$ cat src/design/uart_pkg.sv
// ----------------------------------------
// Shared types for the UART peripheral
// Bus structs follow the valid/ready memory bus of the CPU
// Register offsets decode only address bits [3:0]
// ----------------------------------------

package uart_pkg;

    // Bus word for addresses and data
    typedef logic [31:0] word_t;
    // One write strobe per byte lane
    typedef logic [3:0] strb_t;
    // Clocks per eighth of a serial bit
    typedef logic [15:0] prescale_t;

    // Request from the bus master, 69 bits
    typedef struct packed {
        logic  valid;
        word_t addr;
        word_t wdata;
        strb_t wstrb;
    } mem_req_t;

    // Response from the peripheral, 33 bits
    typedef struct packed {
        logic  ready;
        word_t rdata;
    } mem_rsp_t;

    // Status bits as seen in the low nibble of the status word
    typedef struct packed {
        logic frame_error;
        logic overrun_error;
        logic rx_busy;
        logic tx_busy;
    } uart_status_t;

    // ----------------------------------------
    // Register map, byte offsets in the region
    // ----------------------------------------
    localparam logic [3:0] REG_TX       = 4'h0;
    localparam logic [3:0] REG_STATUS   = 4'h4;
    localparam logic [3:0] REG_RX       = 4'h8;
    localparam logic [3:0] REG_PRESCALE = 4'hC;

    // Receive register read while nothing is waiting
    localparam word_t RX_EMPTY_WORD = 32'hFFFF_FF00;

    typedef enum logic [1:0] {TX_IDLE, TX_START, TX_DATA, TX_STOP} tx_state_t;
    typedef enum logic [1:0] {RX_IDLE, RX_START, RX_DATA, RX_STOP} rx_state_t;

endpackage
$ cat src/design/uart_periph.sv
// ----------------------------------------
// UART peripheral top level
// DATA_WIDTH from 5 to 8, BASE_ADDR selects the 16 MB region
// irq_rx_valid stays high while a received byte is unread
// ----------------------------------------
`timescale 1ns/1ns

module uart_periph import uart_pkg::*; #(
    parameter int         DATA_WIDTH = 8,
    parameter logic [7:0] BASE_ADDR  = 8'h20
) (
    input  logic     clk,
    input  logic     reset,
    input  logic     rxd,
    output logic     txd,
    output logic     irq_rx_valid,
    input  mem_req_t mem_req,
    output mem_rsp_t mem_rsp
);

    // ----------------------------------------
    // Engine links
    // ----------------------------------------
    prescale_t             prescale;
    logic [DATA_WIDTH-1:0] tx_data;
    logic                  tx_valid;
    logic                  tx_ready;
    logic                  tx_busy;
    logic [DATA_WIDTH-1:0] rx_data;
    logic                  rx_valid;
    logic                  rx_ack;
    logic                  rx_busy;
    // Single-cycle error events from the receiver
    logic                  overrun;
    logic                  frame_err;

    uart_regs #(
        .DATA_WIDTH (DATA_WIDTH),
        .BASE_ADDR  (BASE_ADDR)
    ) uart_regs_inst (
        .clk          (clk),
        .reset        (reset),
        .mem_req      (mem_req),
        .mem_rsp      (mem_rsp),
        .tx_data      (tx_data),
        .tx_valid     (tx_valid),
        .tx_ready     (tx_ready),
        .tx_busy      (tx_busy),
        .rx_data      (rx_data),
        .rx_valid     (rx_valid),
        .rx_ack       (rx_ack),
        .rx_busy      (rx_busy),
        .overrun      (overrun),
        .frame_err    (frame_err),
        .prescale     (prescale),
        .irq_rx_valid (irq_rx_valid)
    );

    uart_tx #(
        .DATA_WIDTH (DATA_WIDTH)
    ) uart_tx_inst (
        .clk      (clk),
        .reset    (reset),
        .prescale (prescale),
        .tx_data  (tx_data),
        .tx_valid (tx_valid),
        .tx_ready (tx_ready),
        .tx_busy  (tx_busy),
        .txd      (txd)
    );

    uart_rx #(
        .DATA_WIDTH (DATA_WIDTH)
    ) uart_rx_inst (
        .clk       (clk),
        .reset     (reset),
        .prescale  (prescale),
        .rxd       (rxd),
        .rx_data   (rx_data),
        .rx_valid  (rx_valid),
        .rx_ack    (rx_ack),
        .rx_busy   (rx_busy),
        .overrun   (overrun),
        .frame_err (frame_err)
    );

endmodule

$ cat src/design/uart_regs.sv
// ----------------------------------------
// Bus decoder and register file
// Region is addr[31:24] == BASE_ADDR, offsets alias across the region
// Unused offsets and wrong directions are never answered
// A transmit write stalls the bus while the transmitter is busy
// ----------------------------------------
`timescale 1ns/1ns

module uart_regs import uart_pkg::*; #(
    parameter int         DATA_WIDTH = 8,
    parameter logic [7:0] BASE_ADDR  = 8'h20
) (
    input  logic                  clk,
    input  logic                  reset,
    input  mem_req_t              mem_req,
    output mem_rsp_t              mem_rsp,
    output logic [DATA_WIDTH-1:0] tx_data,
    output logic                  tx_valid,
    input  logic                  tx_ready,
    input  logic                  tx_busy,
    input  logic [DATA_WIDTH-1:0] rx_data,
    input  logic                  rx_valid,
    output logic                  rx_ack,
    input  logic                  rx_busy,
    input  logic                  overrun,
    input  logic                  frame_err,
    output prescale_t             prescale,
    output logic                  irq_rx_valid
);

    logic         ready_q;
    word_t        rdata_q;
    logic         req_hit;
    logic         is_write;
    logic [3:0]   offset;
    logic         status_rd;
    logic         frame_sticky;
    logic         overrun_sticky;
    uart_status_t status;

    assign mem_rsp = '{ready: ready_q, rdata: rdata_q};

    // New transfer in our region, not yet answered
    assign req_hit   = mem_req.valid && !ready_q && (mem_req.addr[31:24] == BASE_ADDR);
    assign is_write  = |mem_req.wstrb;
    assign offset    = mem_req.addr[3:0];
    assign status_rd = req_hit && !is_write && (offset == REG_STATUS);

    // Busy bits are live, errors are held until read
    assign status = '{
        frame_error:   frame_sticky,
        overrun_error: overrun_sticky,
        rx_busy:       rx_busy,
        tx_busy:       tx_busy
    };

    // Interrupt follows the waiting byte
    assign irq_rx_valid = rx_valid;

    // ----------------------------------------
    // Handshakes and control registers
    // ----------------------------------------
    always_ff @(posedge clk) begin
        if (reset) begin
            ready_q  <= 1'b0;
            tx_valid <= 1'b0;
            rx_ack   <= 1'b0;
            prescale <= 16'd1;
        end else begin
            ready_q  <= 1'b0;
            tx_valid <= 1'b0;
            rx_ack   <= 1'b0;
            if (req_hit) begin
                case (offset)
                    REG_TX: begin
                        if (is_write) begin
                            if (!mem_req.wstrb[0]) begin
                                // No low byte, nothing to send
                                ready_q <= 1'b1;
                            end else if (tx_ready && !tx_valid) begin
                                tx_valid <= 1'b1;
                                ready_q  <= 1'b1;
                            end
                        end
                    end
                    REG_STATUS: begin
                        ready_q <= !is_write;
                    end
                    REG_RX: begin
                        if (!is_write) begin
                            rx_ack  <= rx_valid;
                            ready_q <= 1'b1;
                        end
                    end
                    REG_PRESCALE: begin
                        if (is_write) begin
                            if (mem_req.wstrb[0]) prescale[7:0]  <= mem_req.wdata[7:0];
                            if (mem_req.wstrb[1]) prescale[15:8] <= mem_req.wdata[15:8];
                            ready_q <= 1'b1;
                        end
                    end
                    default: ready_q <= 1'b0;
                endcase
            end
        end
    end

    // Sticky errors, a new event beats the clear from a status read
    always_ff @(posedge clk) begin
        if (reset) begin
            frame_sticky   <= 1'b0;
            overrun_sticky <= 1'b0;
        end else begin
            frame_sticky   <= (frame_sticky && !status_rd) || frame_err;
            overrun_sticky <= (overrun_sticky && !status_rd) || overrun;
        end
    end

    // Read data and transmit byte
    always_ff @(posedge clk) begin
        if (req_hit && !is_write) begin
            if (offset == REG_STATUS) begin
                rdata_q <= word_t'(status);
            end else if (offset == REG_RX) begin
                rdata_q <= rx_valid ? word_t'(rx_data) : RX_EMPTY_WORD;
            end
        end
        if (req_hit && is_write && offset == REG_TX && tx_ready && !tx_valid) begin
            tx_data <= mem_req.wdata[DATA_WIDTH-1:0];
        end
    end

    // One ready pulse per transfer, the master must see it drop
    a_ready_single: assert property (
        @(posedge clk) disable iff (reset) mem_rsp.ready |=> !mem_rsp.ready
    ) else $error("ready high on two consecutive cycles");

endmodule

$ cat src/design/uart_rx.sv
// ----------------------------------------
// Serial receiver with mid-bit sampling
// rxd is asynchronous and goes through two flops first
// No FIFO, a new byte overwrites an unread one and flags overrun
// ----------------------------------------
`timescale 1ns/1ns

module uart_rx import uart_pkg::*; #(
    parameter int DATA_WIDTH = 8
) (
    input  logic                  clk,
    input  logic                  reset,
    input  prescale_t             prescale,
    input  logic                  rxd,
    output logic [DATA_WIDTH-1:0] rx_data,
    output logic                  rx_valid,
    input  logic                  rx_ack,
    output logic                  rx_busy,
    output logic                  overrun,
    output logic                  frame_err
);

    rx_state_t             state;
    // Synchronizer stages and previous sample for edge detect
    logic                  rxd_meta;
    logic                  rxd_sync;
    logic                  rxd_prev;
    logic [18:0]           bit_len;
    logic [18:0]           half_len;
    logic [18:0]           div_cnt;
    logic [3:0]            bit_cnt;
    logic [DATA_WIDTH-1:0] shreg;
    logic                  deliver;

    assign bit_len  = {prescale, 3'b000};
    assign half_len = {1'b0, prescale, 2'b00};

    assign rx_busy  = (state != RX_IDLE);

    // Good stop bit sampled, byte goes to the output register
    assign deliver  = (state == RX_STOP) && (div_cnt == '0) && rxd_sync;

    // Idle line is high, so the flops come out of reset high
    always_ff @(posedge clk) begin
        if (reset) begin
            rxd_meta <= 1'b1;
            rxd_sync <= 1'b1;
            rxd_prev <= 1'b1;
        end else begin
            rxd_meta <= rxd;
            rxd_sync <= rxd_meta;
            rxd_prev <= rxd_sync;
        end
    end

    always_ff @(posedge clk) begin
        if (reset) begin
            state     <= RX_IDLE;
            div_cnt   <= '0;
            bit_cnt   <= '0;
            rx_valid  <= 1'b0;
            overrun   <= 1'b0;
            frame_err <= 1'b0;
        end else begin
            overrun   <= 1'b0;
            frame_err <= 1'b0;
            if (rx_ack) begin
                rx_valid <= 1'b0;
            end
            case (state)
                RX_IDLE: begin
                    // Falling edge, wait half a bit to land mid start bit
                    if (rxd_prev && !rxd_sync) begin
                        div_cnt <= half_len - 19'd1;
                        state   <= RX_START;
                    end
                end
                RX_START: begin
                    if (div_cnt == '0) begin
                        if (!rxd_sync) begin
                            div_cnt <= bit_len - 19'd1;
                            bit_cnt <= 4'(DATA_WIDTH - 1);
                            state   <= RX_DATA;
                        end else begin
                            // Glitch, line went back high
                            state <= RX_IDLE;
                        end
                    end else begin
                        div_cnt <= div_cnt - 19'd1;
                    end
                end
                RX_DATA: begin
                    if (div_cnt == '0) begin
                        div_cnt <= bit_len - 19'd1;
                        if (bit_cnt == '0) begin
                            state <= RX_STOP;
                        end else begin
                            bit_cnt <= bit_cnt - 4'd1;
                        end
                    end else begin
                        div_cnt <= div_cnt - 19'd1;
                    end
                end
                RX_STOP: begin
                    if (div_cnt == '0) begin
                        state <= RX_IDLE;
                        if (rxd_sync) begin
                            rx_valid <= 1'b1;
                            // An ack in this same cycle frees the old byte in time
                            overrun  <= rx_valid && !rx_ack;
                        end else begin
                            frame_err <= 1'b1;
                        end
                    end else begin
                        div_cnt <= div_cnt - 19'd1;
                    end
                end
                default: state <= RX_IDLE;
            endcase
        end
    end

    // Data bits enter at the top, LSB ends at bit 0
    always_ff @(posedge clk) begin
        if (state == RX_DATA && div_cnt == '0) begin
            shreg <= {rxd_sync, shreg[DATA_WIDTH-1:1]};
        end
        if (deliver) begin
            rx_data <= shreg;
        end
    end

    // Register block only acknowledges a byte it has seen
    a_ack_with_valid: assert property (
        @(posedge clk) disable iff (reset) rx_ack |-> rx_valid
    ) else $error("rx_ack seen without rx_valid");

endmodule

$ cat src/design/uart_tx.sv
// ----------------------------------------
// Serial transmitter, 8N1 style frame, LSB first
// One bit lasts prescale * 8 clocks, prescale of 0 is not supported
// A byte is taken only when tx_valid and tx_ready are both high
// ----------------------------------------
`timescale 1ns/1ns

module uart_tx import uart_pkg::*; #(
    parameter int DATA_WIDTH = 8
) (
    input  logic                  clk,
    input  logic                  reset,
    input  prescale_t             prescale,
    input  logic [DATA_WIDTH-1:0] tx_data,
    input  logic                  tx_valid,
    output logic                  tx_ready,
    output logic                  tx_busy,
    output logic                  txd
);

    tx_state_t             state;
    logic [18:0]           bit_len;
    logic [18:0]           div_cnt;
    logic [3:0]            bit_cnt;
    // Data bits still to be shifted out
    logic [DATA_WIDTH-1:0] shreg;

    // Full bit period in clocks
    assign bit_len  = {prescale, 3'b000};

    assign tx_ready = (state == TX_IDLE);
    assign tx_busy  = (state != TX_IDLE);

    always_ff @(posedge clk) begin
        if (reset) begin
            state   <= TX_IDLE;
            txd     <= 1'b1;
            div_cnt <= '0;
            bit_cnt <= '0;
        end else begin
            case (state)
                TX_IDLE: begin
                    if (tx_valid) begin
                        // Start bit goes out right away
                        txd     <= 1'b0;
                        div_cnt <= bit_len - 19'd1;
                        state   <= TX_START;
                    end
                end
                TX_START: begin
                    if (div_cnt == '0) begin
                        txd     <= shreg[0];
                        bit_cnt <= 4'(DATA_WIDTH - 1);
                        div_cnt <= bit_len - 19'd1;
                        state   <= TX_DATA;
                    end else begin
                        div_cnt <= div_cnt - 19'd1;
                    end
                end
                TX_DATA: begin
                    if (div_cnt == '0) begin
                        div_cnt <= bit_len - 19'd1;
                        if (bit_cnt == '0) begin
                            txd   <= 1'b1;
                            state <= TX_STOP;
                        end else begin
                            txd     <= shreg[1];
                            bit_cnt <= bit_cnt - 4'd1;
                        end
                    end else begin
                        div_cnt <= div_cnt - 19'd1;
                    end
                end
                TX_STOP: begin
                    // tx_ready returns once the stop bit has run its length
                    if (div_cnt == '0) begin
                        state <= TX_IDLE;
                    end else begin
                        div_cnt <= div_cnt - 19'd1;
                    end
                end
                default: state <= TX_IDLE;
            endcase
        end
    end

    // Payload shifter, loaded on the handshake
    always_ff @(posedge clk) begin
        if (state == TX_IDLE && tx_valid) begin
            shreg <= tx_data;
        end else if (state == TX_DATA && div_cnt == '0) begin
            shreg <= shreg >> 1;
        end
    end

    // Register block must wait for tx_ready before it pulses tx_valid
    a_no_valid_when_busy: assert property (
        @(posedge clk) disable iff (reset) tx_valid |-> tx_ready
    ) else $error("tx_valid arrived while transmitter busy");

endmodule

$ cat config.mk
export PLATFORM = sky130hd
export DESIGN_NAME = uart_periph
export DESIGN_NICKNAME = d
export VERILOG_FILES = /design/src/design/uart_pkg.sv /design/src/design/uart_periph.sv /design/src/design/uart_regs.sv /design/src/design/uart_rx.sv /design/src/design/uart_tx.sv
export SDC_FILE = /design/constraint.sdc
export NUM_CORES = 1
export LEC_CHECK = 0
export BUFFER_PORTS_ARGS = -buffer_cell sky130_fd_sc_hd__clkbuf_2
export CORE_ASPECT_RATIO = 1.5
export CORE_MARGIN = 2
export CORE_UTILIZATION = 40
export CTS_CLUSTER_SIZE = 28
export DETAILED_ROUTE_END_ITERATION = 6
export GPL_TIMING_DRIVEN = 0
export SYNTH_ARGS = -nofsm -noshare
export SYNTH_HDL_FRONTEND = slang
export SYNTH_SLANG_ARGS = --single-unit
$ cat constraint.sdc
create_clock -name clk -period 2.85 [get_ports clk]
set_clock_uncertainty 0.1 [all_clocks]
set_input_delay 0 -clock clk [delete_from_list [all_inputs] [get_ports clk]]
set_output_delay 0 -clock clk [all_outputs]
set_load 0.01 [all_outputs]
* Word-level counts from Yosys, hierarchy flattened
Cells that the tools add are included.
Widths: inputs -> output; s select.
** Cells by class
- $add $sub $neg :: 6
- Equal/unequal tests :: 26
- Reduce and logical (&&, ||, !) cells :: 57
- Mux-type cells :: 53
- Bitwise gates (word level) :: 8
** Operators by type and width (count)
- $mux 19 :: 8
- $pmux 19 s4 :: 1
- $mux 32 :: 2
- $pmux 19 s3 :: 1
- $sub 19x1->19 const B :: 3
- $logic_not 19->1 :: 2
- $mux 4 :: 8
- $mux 2 :: 11
- $sub 18x1->19 const B :: 1
- $logic_and 1x1->1 :: 18
- $ne 2x1->1 const B :: 9
- $mux 8 :: 2
- $pmux 2 s4 :: 2
- $pmux 4 s2 :: 2
- $reduce_and 4->1 :: 4
- $reduce_and 5->1 :: 3
- $mux 1 :: 14
- $logic_not 4->1 :: 3
- $ne 2x2->1 const B :: 6
- $reduce_bool 2->1 :: 6
- $eq 2x2->1 const B :: 4
- $eq 4x4->1 const B :: 2
- $eq 8x6->1 const B :: 1
- $not 1->1 :: 8
- other kinds (17) :: 29
** Word-level totals
- Output and inout port bits :: 35
- Bits in registers :: 142
- Input bits :: 72

* Logic depth before layout (Yosys ltp)
Gate-level depths: netlist of run 1.
- Word-level depth :: 8
- Mapped depth :: 9
- Mapped depth without buffers :: 8

* By module
A second synthesis of run 1 with hierarchy kept.
** Unflattened totals
- Cells, all modules :: 790
- Area total of the unflattened synthesis :: 7156.9 um^2
** By module, submodules not included
- uart_rx :: sequential area each 1101.1 um^2, cells an instance 330, area an instance 2840.2 um^2, times used 1
- uart_tx :: sequential area each 760.7 um^2, cells an instance 288, area an instance 2422.3 um^2, times used 1
- uart_regs :: sequential area each 930.9 um^2, cells an instance 172, area an instance 1894.3 um^2, times used 1

* Worst setup path after synthesis of run 1
Ideal clock, no wire load.
- Path kind :: reg-to-reg
- Start point :: register uart_tx_inst.div_cnt[14]
- End point :: register uart_tx_inst.div_cnt[3]
- Data arrival time :: 2129 ps
- Data required time :: 2618 ps
- Setup time :: 132 ps
- Setup slack :: 489 ps
- Stages on the path, launching flop included :: 9
- Cell sequence :: dfxtp_1 > or3_4 > or3_1 > buf_6 > o41ai_4 > buf_6 > nor2_1 > o21ai_0 > a21oi_1
** On the way
- Cells in the longest elaborated chain, start to end :: 3
- Elaborated cells between the ends (all ways) :: 5
- Those cells by class :: eq/ne: 1; mux: 2; reduce/logical: 2
** RTL lines
- start: declaration :: line uart_tx.sv:23 : logic [18:0] div_cnt;
- start signal: assignment :: line uart_tx.sv:46 : div_cnt <= bit_len - 19'd1;
- start signal: assignment :: line uart_tx.sv:54 : div_cnt <= bit_len - 19'd1;
- start signal: assignment :: line uart_tx.sv:57 : div_cnt <= div_cnt - 19'd1;
- $logic_not 19->1 (*) :: line uart_tx.sv:51, uart_tx.sv:61, uart_tx.sv:76
- $mux 19 / $ne 2x2->1 (equally long branches)
- $pmux 19 s3 / $reduce_and 2->1 (equally long branches)
Every way passes the cells marked *; elsewhere a longest branch is shown, timed or not.
A chain may end at the register's enable or synchronous reset.

* Final worst setup path of run 1
- Start point :: register uart_regs_inst.prescale[2]
- End point :: register uart_rx_inst.div_cnt[17]
** On the way
- Cells in the longest elaborated chain, start to end :: 4
- Elaborated cells between the ends (all ways) :: 7
- Those cells by class :: add/sub: 2; mux: 5
** RTL lines
- start: declaration :: line uart_regs.sv:27 : output prescale_t prescale,
- start signal: assignment :: line uart_regs.sv:97 : if (mem_req.wstrb[0]) prescale[7:0] <= mem_req.wdata[7:0];
- $sub 19x1->19 :: line uart_rx.sv:81, uart_rx.sv:94
- $mux 19 :: line uart_rx.sv:80 : if (!rxd_sync) begin
- $mux 19 :: line uart_rx.sv:79 : if (div_cnt == '0) begin
- $pmux 19 s4 (*) :: line uart_rx.sv:70 : case (state)
- end signal: assignment :: line uart_rx.sv:74 : div_cnt <= half_len - 19'd1;
- end signal: assignment :: line uart_rx.sv:81 : div_cnt <= bit_len - 19'd1;
- end signal: assignment :: line uart_rx.sv:94 : div_cnt <= bit_len - 19'd1;
- end: declaration :: line uart_rx.sv:30 : logic [18:0] div_cnt;
Every way passes the cells marked *; elsewhere a longest branch is shown, timed or not. The select of a mux whose other input is x is not followed.

==> flow_metrics.env, run 1 <==
export IMPL_status="completed"
export IMPL_power_switching_mw=2.72
export IMPL_drive_above_1_share_pct=18.8
export IMPL_p_leak_nw=2.97
export IMPL_seq_area_frac_synth_pct=43.3
export IMPL_antenna_found_initial=0
export IMPL_fin_cells=1060
export IMPL_crit_type="register to register"
export IMPL_hold_viol_final=0
export IMPL_num_vias=5965
export IMPL_ant_nets=0
export IMPL_dr_pass1_iters=5
export IMPL_worstHoldStart="mem_req[37]"
export IMPL_tightestPinTransition_ps=1130
export IMPL_holdCritPathClass="primary input to register"
export IMPL_drc=0
export IMPL_clk_pin_slew_ps=60
export IMPL_rsz0062_at_grt="false"
export IMPL_period_share_pct=94.4
export IMPL_dp_hpwl_um=13900
export IMPL_setup_viol=0
export IMPL_crit_path_max_incr_delay_ps=620
export IMPL_grt_max_degree=25
export IMPL_ctsLongestPathBuffers=2
export IMPL_grt_pass1_wl_um=30000
export IMPL_seqPwrFrac_pct=30.2
export IMPL_max_slew_margin_pct=23.8
export IMPL_first_global_vias=5868
export IMPL_numCtsBuffers=17
export IMPL_wl_per_cell_um=17.8
export IMPL_drt_total_wl_um=18900
export IMPL_syn_num_nets=817
export IMPL_syn_avg_cell_area_um2=8.86
export IMPL_final_nets=933
export IMPL_start_util_pct=41.1
export IMPL_ff2ff_setup_slack_ps=160
export IMPL_arrival_ps=2900
export IMPL_numPortBuffers=68
export IMPL_path_max_fanout=7
export IMPL_track_usage_pct=22.1
export IMPL_cts_sinks=119
export IMPL_critPathTopFamily="simple AND/OR/NAND/NOR gates"
export IMPL_regToRegEndpoint="uart_rx_inst.div_cnt[17]"
export IMPL_synthCells=728
export IMPL_cp_num_buf_inv=0
export IMPL_max_vdd_ir_drop_uv=438
export IMPL_whs_endpoint="uart_regs_inst.tx_valid"
export IMPL_regToRegStartpoint="uart_regs_inst.prescale[2]"
export IMPL_clock_power_share_pct=31.1
export IMPL_synth_cell_type_count=66
export IMPL_reg2reg_depth=6
export IMPL_ys_warn_count=0
export IMPL_insertion_delay_ps=420
export IMPL_synth_flop_cell="dfxtp_1"
export IMPL_die_y_um=160
export IMPL_num_antenna_cells=0
export IMPL_holdPathStages=5
export IMPL_start_kind="register"
export IMPL_pwr_share_comb_pct=38.7
export IMPL_via_per_inst=5.63
export IMPL_fp_dieW_um=108
export IMPL_endpoint_kind="register"
export IMPL_fmax_ghz=0.372
export IMPL_slowest_stage="nor4_2"
export IMPL_cap_violations=0
export IMPL_finalPower_mw=6.73
export IMPL_dp_cells=999
export IMPL_area_growth_pct=23.3
export IMPL_p_int_mw=4.01
export IMPL_synth_edf_count=41
export IMPL_required_ps=3060
export IMPL_clock_root_buffer="clkbuf_16"
export IMPL_dieArea_um2=17200
export IMPL_async_reset_ff_share_pct=0
export IMPL_fp_coreArea_um2=15700
export IMPL_synth_seq_cells=119
export IMPL_crit_chain="nor4_2, nand3_1, nor4_1, xor2_1, a221oi_1, a211oi_1"
export IMPL_final_min_clock_period_ps=2690
export IMPL_ios=107
export IMPL_overflow=0
export IMPL_p_sw_share_pct=40.4
export IMPL_syn_cell_area_um2=6450
export IMPL_powerDensity_nw_per_um2=846
export IMPL_drt_iter0_drc=362
export IMPL_setup_tns_ps=0
export IMPL_rows=56
export IMPL_cts_htree_levels=4
export IMPL_cts_tree="built"
export IMPL_gp_congestion=0.944
export IMPL_slew_viol_final=0
## metrics by stage
| step | hold slack [ps] | instance area, um2 | setup WS [ps] | util, % |
|---|---|---|---|---|
| finish | 22.8 | 7950 | 160 | 50.7 |
| global route | 48.2 | 7950 | 33.9 | 50.7 |
| CTS | 12.8 | 7900 | 10.8 | 50.3 |
| detailed placement | 86.2 | 7040 | -84.3 | 44.9 |
| global placement | 85.4 | 7040 | -111 | 44.9 |
| floorplan | -1.13 | 6450 | 489 | - |
## placed cells by master, fill, tap and decap left out, types with 6 or more instances in the layout
| cell type | netlist | final |
|---|---|---|
| a21oi_1 | 64 | 64 |
| dlygate4sd3_1 | 0 | 26 |
| clkbuf_16 | 0 | 17 |
| ha_1 | 17 | 17 |
| a211oi_1 | 7 | 7 |
| or4_1 | 8 | 8 |
| nand2b_1 | 7 | 7 |
| dfxtp_1 | 78 | 78 |
| o21ai_0 | 49 | 49 |
| buf_4 | 24 | 27 |
| a22oi_1 | 6 | 6 |
| xnor2_1 | 14 | 14 |
| and3_1 | 8 | 8 |
| clkbuf_1 | 27 | 26 |
| xor2_1 | 16 | 16 |
| edfxtp_1 | 41 | 41 |
| inv_1 | 25 | 25 |
| nor4_1 | 19 | 17 |
| nand2_1 | 54 | 54 |
| mux2_2 | 7 | 7 |
| nand3b_1 | 12 | 12 |
| clkbuf_2 | 0 | 69 |
| nor3_1 | 22 | 22 |
| nor2_1 | 79 | 79 |
| nand4_1 | 10 | 10 |
| nand3_1 | 32 | 32 |
## worst min-delay path: cells and delay by family
kind	cells	cell delay [ps]
simple gates	4	410
buf+inv	1	90
## logic make-up after synthesis
kind of cell,share of synthesized area [%]
buffers and inverters,6.40
flip-flops,43.3
adder cells (fa/ha/maj),3.30
AO/OA/AOI/OAI,17.9
XOR/XNOR,4.07
multiplexers,1.69
AND/OR/NAND/NOR,23.4
## cell usage after synthesis, types with 7 or more instances
master / number / area share [%]
nand3_1: 32 / 2.5
nor2_1: 79 / 4.6
nand4_1: 10 / 0.97
nand3b_1: 12 / 1.4
nand2_1: 54 / 3.1
clkbuf_1: 27 / 1.6
xor2_1: 16 / 2.2
dfxtp_1: 78 / 24
a211oi_1: 7 / 0.81
a21oi_1: 64 / 5.0
nand2b_1: 7 / 0.68
edfxtp_1: 41 / 19
buf_4: 24 / 2.8
and3_1: 8 / 0.78
mux2_2: 7 / 1.2
or4_1: 8 / 0.93
nor3_1: 22 / 1.7
inv_1: 25 / 1.5
ha_1: 17 / 3.3
xnor2_1: 14 / 1.9
nor4_1: 19 / 1.8
o21ai_0: 49 / 3.8
## state kept, by name, summed over array words and instances (netlist names), 4 cells and up, named ones only
name,count
uart_regs_inst.tx_data,8
uart_tx_inst.bit_cnt,4
uart_rx_inst.shreg,8
uart_regs_inst.prescale,16
uart_regs_inst.rdata_q,9
uart_rx_inst.bit_cnt,4
uart_rx_inst.div_cnt,19
uart_tx_inst.shreg,8
uart_rx_inst.rx_data,8
uart_tx_inst.div_cnt,19
## layout make-up
type                       instances  area (um2)
multi-input combinational        528        3290
tap                              203         254
fill                            1507        7740
buffer                            56         320
inverter                          25        93.8
timing repair buffer              97         623
clock inverter                    15         148
clock buffer                      17         425
sequential                       119        2790
## power groups by stage
stage	Combinational [mW]	Clock [mW]	Sequential, mW
floorplan	1.86	0	2.03
global placement	2.48	0	2.05
detailed placement	2.51	0	2.06
CTS	2.55	2.13	2.02
global route	2.86	2.20	2.05
finish	2.60	2.09	2.03
## routing by layer
layer	track usage [%]	vias to the layer above	routed length, um	share of wire [%]
met5	0	-	0	0
li1	-	2900	-	-
met3	3.60	56	672	3.6
met4	13.8	0	947	5.0
met2	38.3	172	9580	51
met1	24.9	2837	7690	41
## repair_timing
item,in CTS,in global routing
hold endpoints to repair,30,0
gates cloned,0,0
endpoints found under the setup margin,9,34
pin swaps,1,1
setup buffers,0,3
hold buffers,26,0
resized for setup,3,6
## how the worst max path moves through the flow
stage	cells after the start	to	startpoint
finish	6	uart_rx_inst.div_cnt[17]	uart_regs_inst.prescale[2]
global route	9	uart_tx_inst.div_cnt[6]	uart_tx_inst.state[0]
CTS	7	uart_tx_inst.div_cnt[3]	uart_tx_inst.div_cnt[4]
detailed placement	5	uart_tx_inst.div_cnt[8]	uart_tx_inst.div_cnt[10]
global placement	5	uart_tx_inst.div_cnt[12]	uart_tx_inst.div_cnt[10]
floorplan	8	uart_tx_inst.div_cnt[3]	uart_tx_inst.div_cnt[14]
Power figures use the tool's default switching activity.
==> run 2: changes to the inputs <==
- clock period: 2.85 -> 2.3 ns (I/O delays scaled with it)
==> run 2 against run 1 <==
  * The flow now finishes with violations (negative setup slack)
  * Power grew 39%
  * Routed wire length rose by 7.2%
  * Count of clock-buffer cells in the layout up 1
  * First-iteration DRC count shrank 1.4%
  * Non-clock buffer count is 41 higher
  * Die area unchanged
  * Worst hold slack improved by 0.70 ps
  * Register-to-register slack got worse by 210 ps
  * Utilization increased by 5.7 points
  * Critical path depth increased by 2
  * Critical path type unchanged
==> flow_metrics.env, run 2 (same netlist as run 1, synthesis figures left out) <==
export IMPL_powerDensity_nw_per_um2=1050
export IMPL_overflow=0
export IMPL_grt_use_met2_pct=41.5
export IMPL_grt_busiest_layer="met2"
export IMPL_numPortBuffers=68
export IMPL_first_global_vias=6187
export IMPL_final_common_cell="clkbuf_2"
export IMPL_numCtsBuffers=17
export IMPL_holdCritPathClass="primary input to register"
export IMPL_placed_cell_area_um2=7060
export IMPL_wl_per_cell_um=18.4
export IMPL_endpoint_kind="register"
export IMPL_clock_root_buffer="clkbuf_16"
export IMPL_slew_viol_final=0
export IMPL_fin_area_um2=8850
export IMPL_cap_violations=0
export IMPL_fp_coreArea_um2=15700
export IMPL_drive_above_1_share_pct=31.7
export IMPL_area_growth_pct=37.2
export IMPL_violations="negative setup slack"
export IMPL_max_vdd_ir_drop_uv=684
export IMPL_reg_top3="uart_rx_inst.div_cnt: 19 flops, uart_tx_inst.div_cnt: 19 flops, uart_regs_inst.prescale: 16 flops"
export IMPL_insertion_delay_ps=410
export IMPL_dp_hpwl_um=14200
export IMPL_cts_sinks=119
export IMPL_rsz0062_at_grt="true"
export IMPL_final_nets=974
export IMPL_rows=56
export IMPL_grt_pass1_wl_um=31500
export IMPL_ctsLongestPathBuffers=2
export IMPL_fp_dieW_um=108
export IMPL_grt_max_degree=25
export IMPL_fin_util_pct=56.4
export IMPL_status="finished with violations"
export IMPL_dr_pass1_iters=5
export IMPL_cts_htree_levels=4
export IMPL_final_min_clock_period_ps=2350
export IMPL_hold_viol_final=0
export IMPL_start_kind="register"
export IMPL_p_leak_nw=3.29
export IMPL_tightestPinTransition_ps=868
export IMPL_drc=0
export IMPL_via_per_inst=5.70
export IMPL_drt_total_wl_um=20300
export IMPL_start_util_pct=41.1
export IMPL_period_share_pct=102
export IMPL_gr_usage_met1_pct=25.5
export IMPL_fmax_ghz=0.426
export IMPL_drt_iter0_drc=357
export IMPL_track_usage_pct=23.2
export IMPL_gp_congestion=0.930
export IMPL_mostFrequentLayoutCells="70 x clkbuf_2, 69 x dfxtp_1, 67 x nor2_1, 59 x a21oi_1, 59 x buf_4"
export IMPL_grtUsageMet3_pct=3.48
export IMPL_max_slew_margin_pct=42.2
export IMPL_num_vias=6279
export IMPL_path_max_fanout=7
export IMPL_die_y_um=160
export IMPL_setup_tns_ps=-330
export IMPL_ios=107
export IMPL_antenna_found_initial=0
export IMPL_setup_ws_ps=-48.4
export IMPL_n_fill_cell=1374
export IMPL_ant_nets=0
export IMPL_cts_tree="built"
export IMPL_required_ps=2540
export IMPL_num_antenna_cells=0
export IMPL_clk_pin_slew_ps=60
export IMPL_arrival_ps=2580
export IMPL_dieArea_um2=17200
export IMPL_crit_type="register to register"
export IMPL_fin_worst_hold_slack_ps=23.5
export IMPL_setup_viol=12
## run 2: cell count changes in the layout (fill, tap and decap cells not counted), sizes merged
cell | previous run | this run
buf | 32 | 75
dlygate4sd3 | 26 | 30
clkbuf | 112 | 107
clkinvlp | 2 | 4
inv | 30 | 31
clkinv | 7 | 3
## run 2: stage by stage
stage / cells / setup slack (ps) / total power, mW
3_5_place_dp: 999 / -629 / 5.67
4_1_cts: 1084 / -83.1 / 8.79
6_report: 1101 / -48.4 / 9.33
5_1_grt: 1101 / -121 / 9.79
2_1_floorplan: 728 / 13.6 / 4.82
3_3_place_gp: 999 / -609 / 5.62
## run 2: repair_timing
item / CTS / global route
buffers inserted: 26 / 16
pin swaps: 38 / 42
cloned: 2 / 1
endpoints found under the setup margin: 107 / 108
hold buffers: 29 / 2
gates resized for setup: 82 / 75
hold endpoints to repair: 30 / 1
## run 2: critical path, cell delays in order, from the launching register on
cell and delay, ps:
dfxtp_2 320, or3_4 370, or3_1 320, buf_6 150
o41a_1 500, buf_2 230, o211ai_1 90, o21ai_0 110
nor2_1 90
## run 2: where the power goes
part	total, mW	internal [mW]	switching [mW]
combinational	4.20	1.67	2.53
clock	2.58	1.51	1.06
sequential	2.54	2.33	0.213
## run 2: routing by layer
layer | share of wire [%] | up-vias
li1 | - | 2984
met1 | 38 | 3002
met2 | 52 | 229
met3 | 4.5 | 64
met4 | 5.3 | 0
met5 | 0 | -
## run 2: final timing paths
| path | from | endpoint | slack (ps) | cells past startpoint |
|---|---|---|---|---|
| max | uart_tx_inst.div_cnt[15] | uart_tx_inst.div_cnt[0] | -50 | 8 |
| max reg2reg | uart_tx_inst.div_cnt[15] | uart_tx_inst.div_cnt[0] | -50 | 8 |
| min | mem_req[36] | uart_regs_inst.ready_q | 20 | 4 |
| min reg2reg | uart_rx_inst.rxd_meta | uart_rx_inst.rxd_sync | 310 | 1 |
## run 2: area by class of cell
cell class	count	area [um2]	share of cell area [%]
multi-input combinational	528	3770	42.6
sequential	119	2810	31.8
timing repair buffer	142	1010	11.4
clock buffer	18	429	4.85
buffer	52	334	3.78
tap	203	254	2.87
clock inverter	14	141	1.60
inverter	25	93.8	1.06
==> run 3: changes to the inputs <==
- CORE_ASPECT_RATIO: 1.5 -> default
==> run 3 against run 2 <==
  * The run still ends with negative setup slack left
  * Register-to-register slack better by 30 ps
  * Largest cell class unchanged
  * Sequential cell count unchanged
  * Sequential power hardly changed
  * Largest power group unchanged
==> flow_metrics.env, run 3 (same netlist as run 1, synthesis figures left out) <==
export IMPL_drc=0
export IMPL_start_util_pct=40.7
export IMPL_drive_above_1_share_pct=29.7
export IMPL_first_global_vias=5843
export IMPL_cp_common_cell="buf_6"
export IMPL_p_leak_nw=3.25
export IMPL_setup_ws_ps=-18.9
export IMPL_ff2ff_setup_slack_ps=-20
export IMPL_n_fill_cell=1420
export IMPL_overflow=0
export IMPL_insertion_delay_ps=420
export IMPL_ios=107
export IMPL_gp_congestion=0.908
export IMPL_slowest_stage="or3_4"
export IMPL_grt_pass1_wl_um=30300
export IMPL_final_nets=967
export IMPL_fp_coreArea_um2=15800
export IMPL_crit_path_max_incr_delay_ps=380
export IMPL_powerDensity_nw_per_um2=1050
export IMPL_mostFrequentLayoutCells="71 x dfxtp_1, 70 x nor2_1, 70 x clkbuf_2, 59 x a21oi_1, 55 x buf_4"
export IMPL_cts_tree="built"
export IMPL_clock_root_buffer="clkbuf_16"
export IMPL_dr_pass1_iters=4
export IMPL_antenna_found_initial=0
export IMPL_setup_viol=3
export IMPL_max_vdd_ir_drop_uv=646
export IMPL_clk_pin_slew_ps=50
export IMPL_track_usage_pct=23.2
export IMPL_cts_sinks=119
export IMPL_holdCritPathClass="primary input to register"
export IMPL_period_share_pct=101
export IMPL_num_antenna_cells=0
export IMPL_area_growth_pct=35.6
export IMPL_endpoint_kind="register"
export IMPL_final_common_cell="dfxtp_1"
export IMPL_die_y_um=131
export IMPL_cp_num_buf_inv=3
export IMPL_status="finished with violations"
export IMPL_finalPower_mw=9.22
export IMPL_required_ps=2480
export IMPL_dp_hpwl_um=13400
export IMPL_ctsLongestPathBuffers=2
export IMPL_hold_viol_final=0
export IMPL_setup_tns_ps=-34.2
export IMPL_rsz0062_at_grt="true"
export IMPL_dieArea_um2=17200
export IMPL_reg_top3="uart_rx_inst.div_cnt: 19 flops, uart_tx_inst.div_cnt: 19 flops, uart_regs_inst.prescale: 16 flops"
export IMPL_path_max_fanout=7
export IMPL_fin_area_um2=8750
export IMPL_start_kind="register"
export IMPL_numPortBuffers=68
export IMPL_drt_total_wl_um=19700
export IMPL_cap_violations=0
export IMPL_slew_viol_final=0
export IMPL_tightestPinTransition_ps=794
export IMPL_critPathTopFamily="simple AND/OR/NAND/NOR gates"
export IMPL_num_vias=6205
export IMPL_placed_cell_area_um2=7070
export IMPL_drt_iter0_drc=406
export IMPL_max_slew_margin_pct=46.6
export IMPL_via_per_inst=5.61
export IMPL_grt_max_degree=25
export IMPL_wl_per_cell_um=17.8
export IMPL_arrival_ps=2490
export IMPL_violations="negative setup slack"
export IMPL_crit_chain="or3_4, or3_1, buf_6, o41ai_4, buf_6, buf_6, o32ai_2, a22oi_1, nor2_1"
export IMPL_final_min_clock_period_ps=2320
export IMPL_crit_type="register to register"
export IMPL_ant_nets=0
export IMPL_fp_dieW_um=131
export IMPL_cts_htree_levels=4
export IMPL_rows=46
export IMPL_dp_slack_ps=-536
export IMPL_numCtsBuffers=17
export IMPL_fmax_ghz=0.431
[run 3: cell count changes in the layout (fill, tap and decap cells not counted), sizes merged]
cell	delta
buf	-6
bufinv	+2
clkinv	+2
dlygate4sd3	-2
inv	-3
[run 3: worst register-to-register path: stages (launching register included)]
cell	delay, ps
dfxtp_2	310
or3_4	380
or3_1	330
buf_6	160
o41ai_4	250
buf_6	200
buf_6	120
o32ai_2	70
a22oi_1	210
nor2_1	50
[run 3: power by group]
group	internal, mW	leakage (nW)	total (mW)	switching (mW)
registers	2.33	1.00	2.54	0.208
logic	1.53	1.97	3.96	2.44
clock network	1.70	0.281	2.71	1.01
total	5.56	3.25	9.22	3.65
[run 3: timing repair]
item / 4_1_cts / 5_1_grt
gates resized for setup: 68 / 71
pin swaps: 34 / 26
hold endpoints to repair: 30 / 0
setup buffers: 25 / 13
gates cloned: 1 / 0
setup endpoints to repair: 106 / 94
hold buffers: 28 / 0
[run 3: layer usage]
layer / routed length, um / track usage, % / vias to the layer above
met5: 0 / 0 / -
met4: 567 / 9.64 / 0
met3: 1340 / 4.93 / 44
met2: 9480 / 39.9 / 247
met1: 8320 / 28.3 / 2955
li1: - / - / 2959
[run 3: area by class of cell]
class	instances	area [um2]	share of cell area (%)
well taps	216	270	3.09
plain buffers	52	340	3.89
clock buffers	17	425	4.86
clock inverters	15	176	2.02
flip-flops and latches	119	2800	32.0
multi-input cells	528	3680	42.0
inverters	25	96.3	1.10
repair buffers	135	960	11.0
[run 3: stage by stage]
stage                     cells  utilization [%]  hold slack (ps)
final                      1107             55.3             17.9
after global routing       1107             55.3             22.0
after CTS                  1095             53.2             11.3
after detailed placement   1012             44.7             89.8
after global placement     1012             44.7             89.7
after floorplan             728                -            -1.13
[run 3: worst paths after layout]
check,from,endpoint,cells past startpoint
setup / recovery,uart_tx_inst.div_cnt[16],uart_tx_inst.div_cnt[4],9
hold / removal,mem_req[1],uart_regs_inst.rdata_q[3],3
setup reg to reg,uart_tx_inst.div_cnt[16],uart_tx_inst.div_cnt[4],9
hold reg to reg,uart_rx_inst.rxd_meta,uart_rx_inst.rxd_sync,1
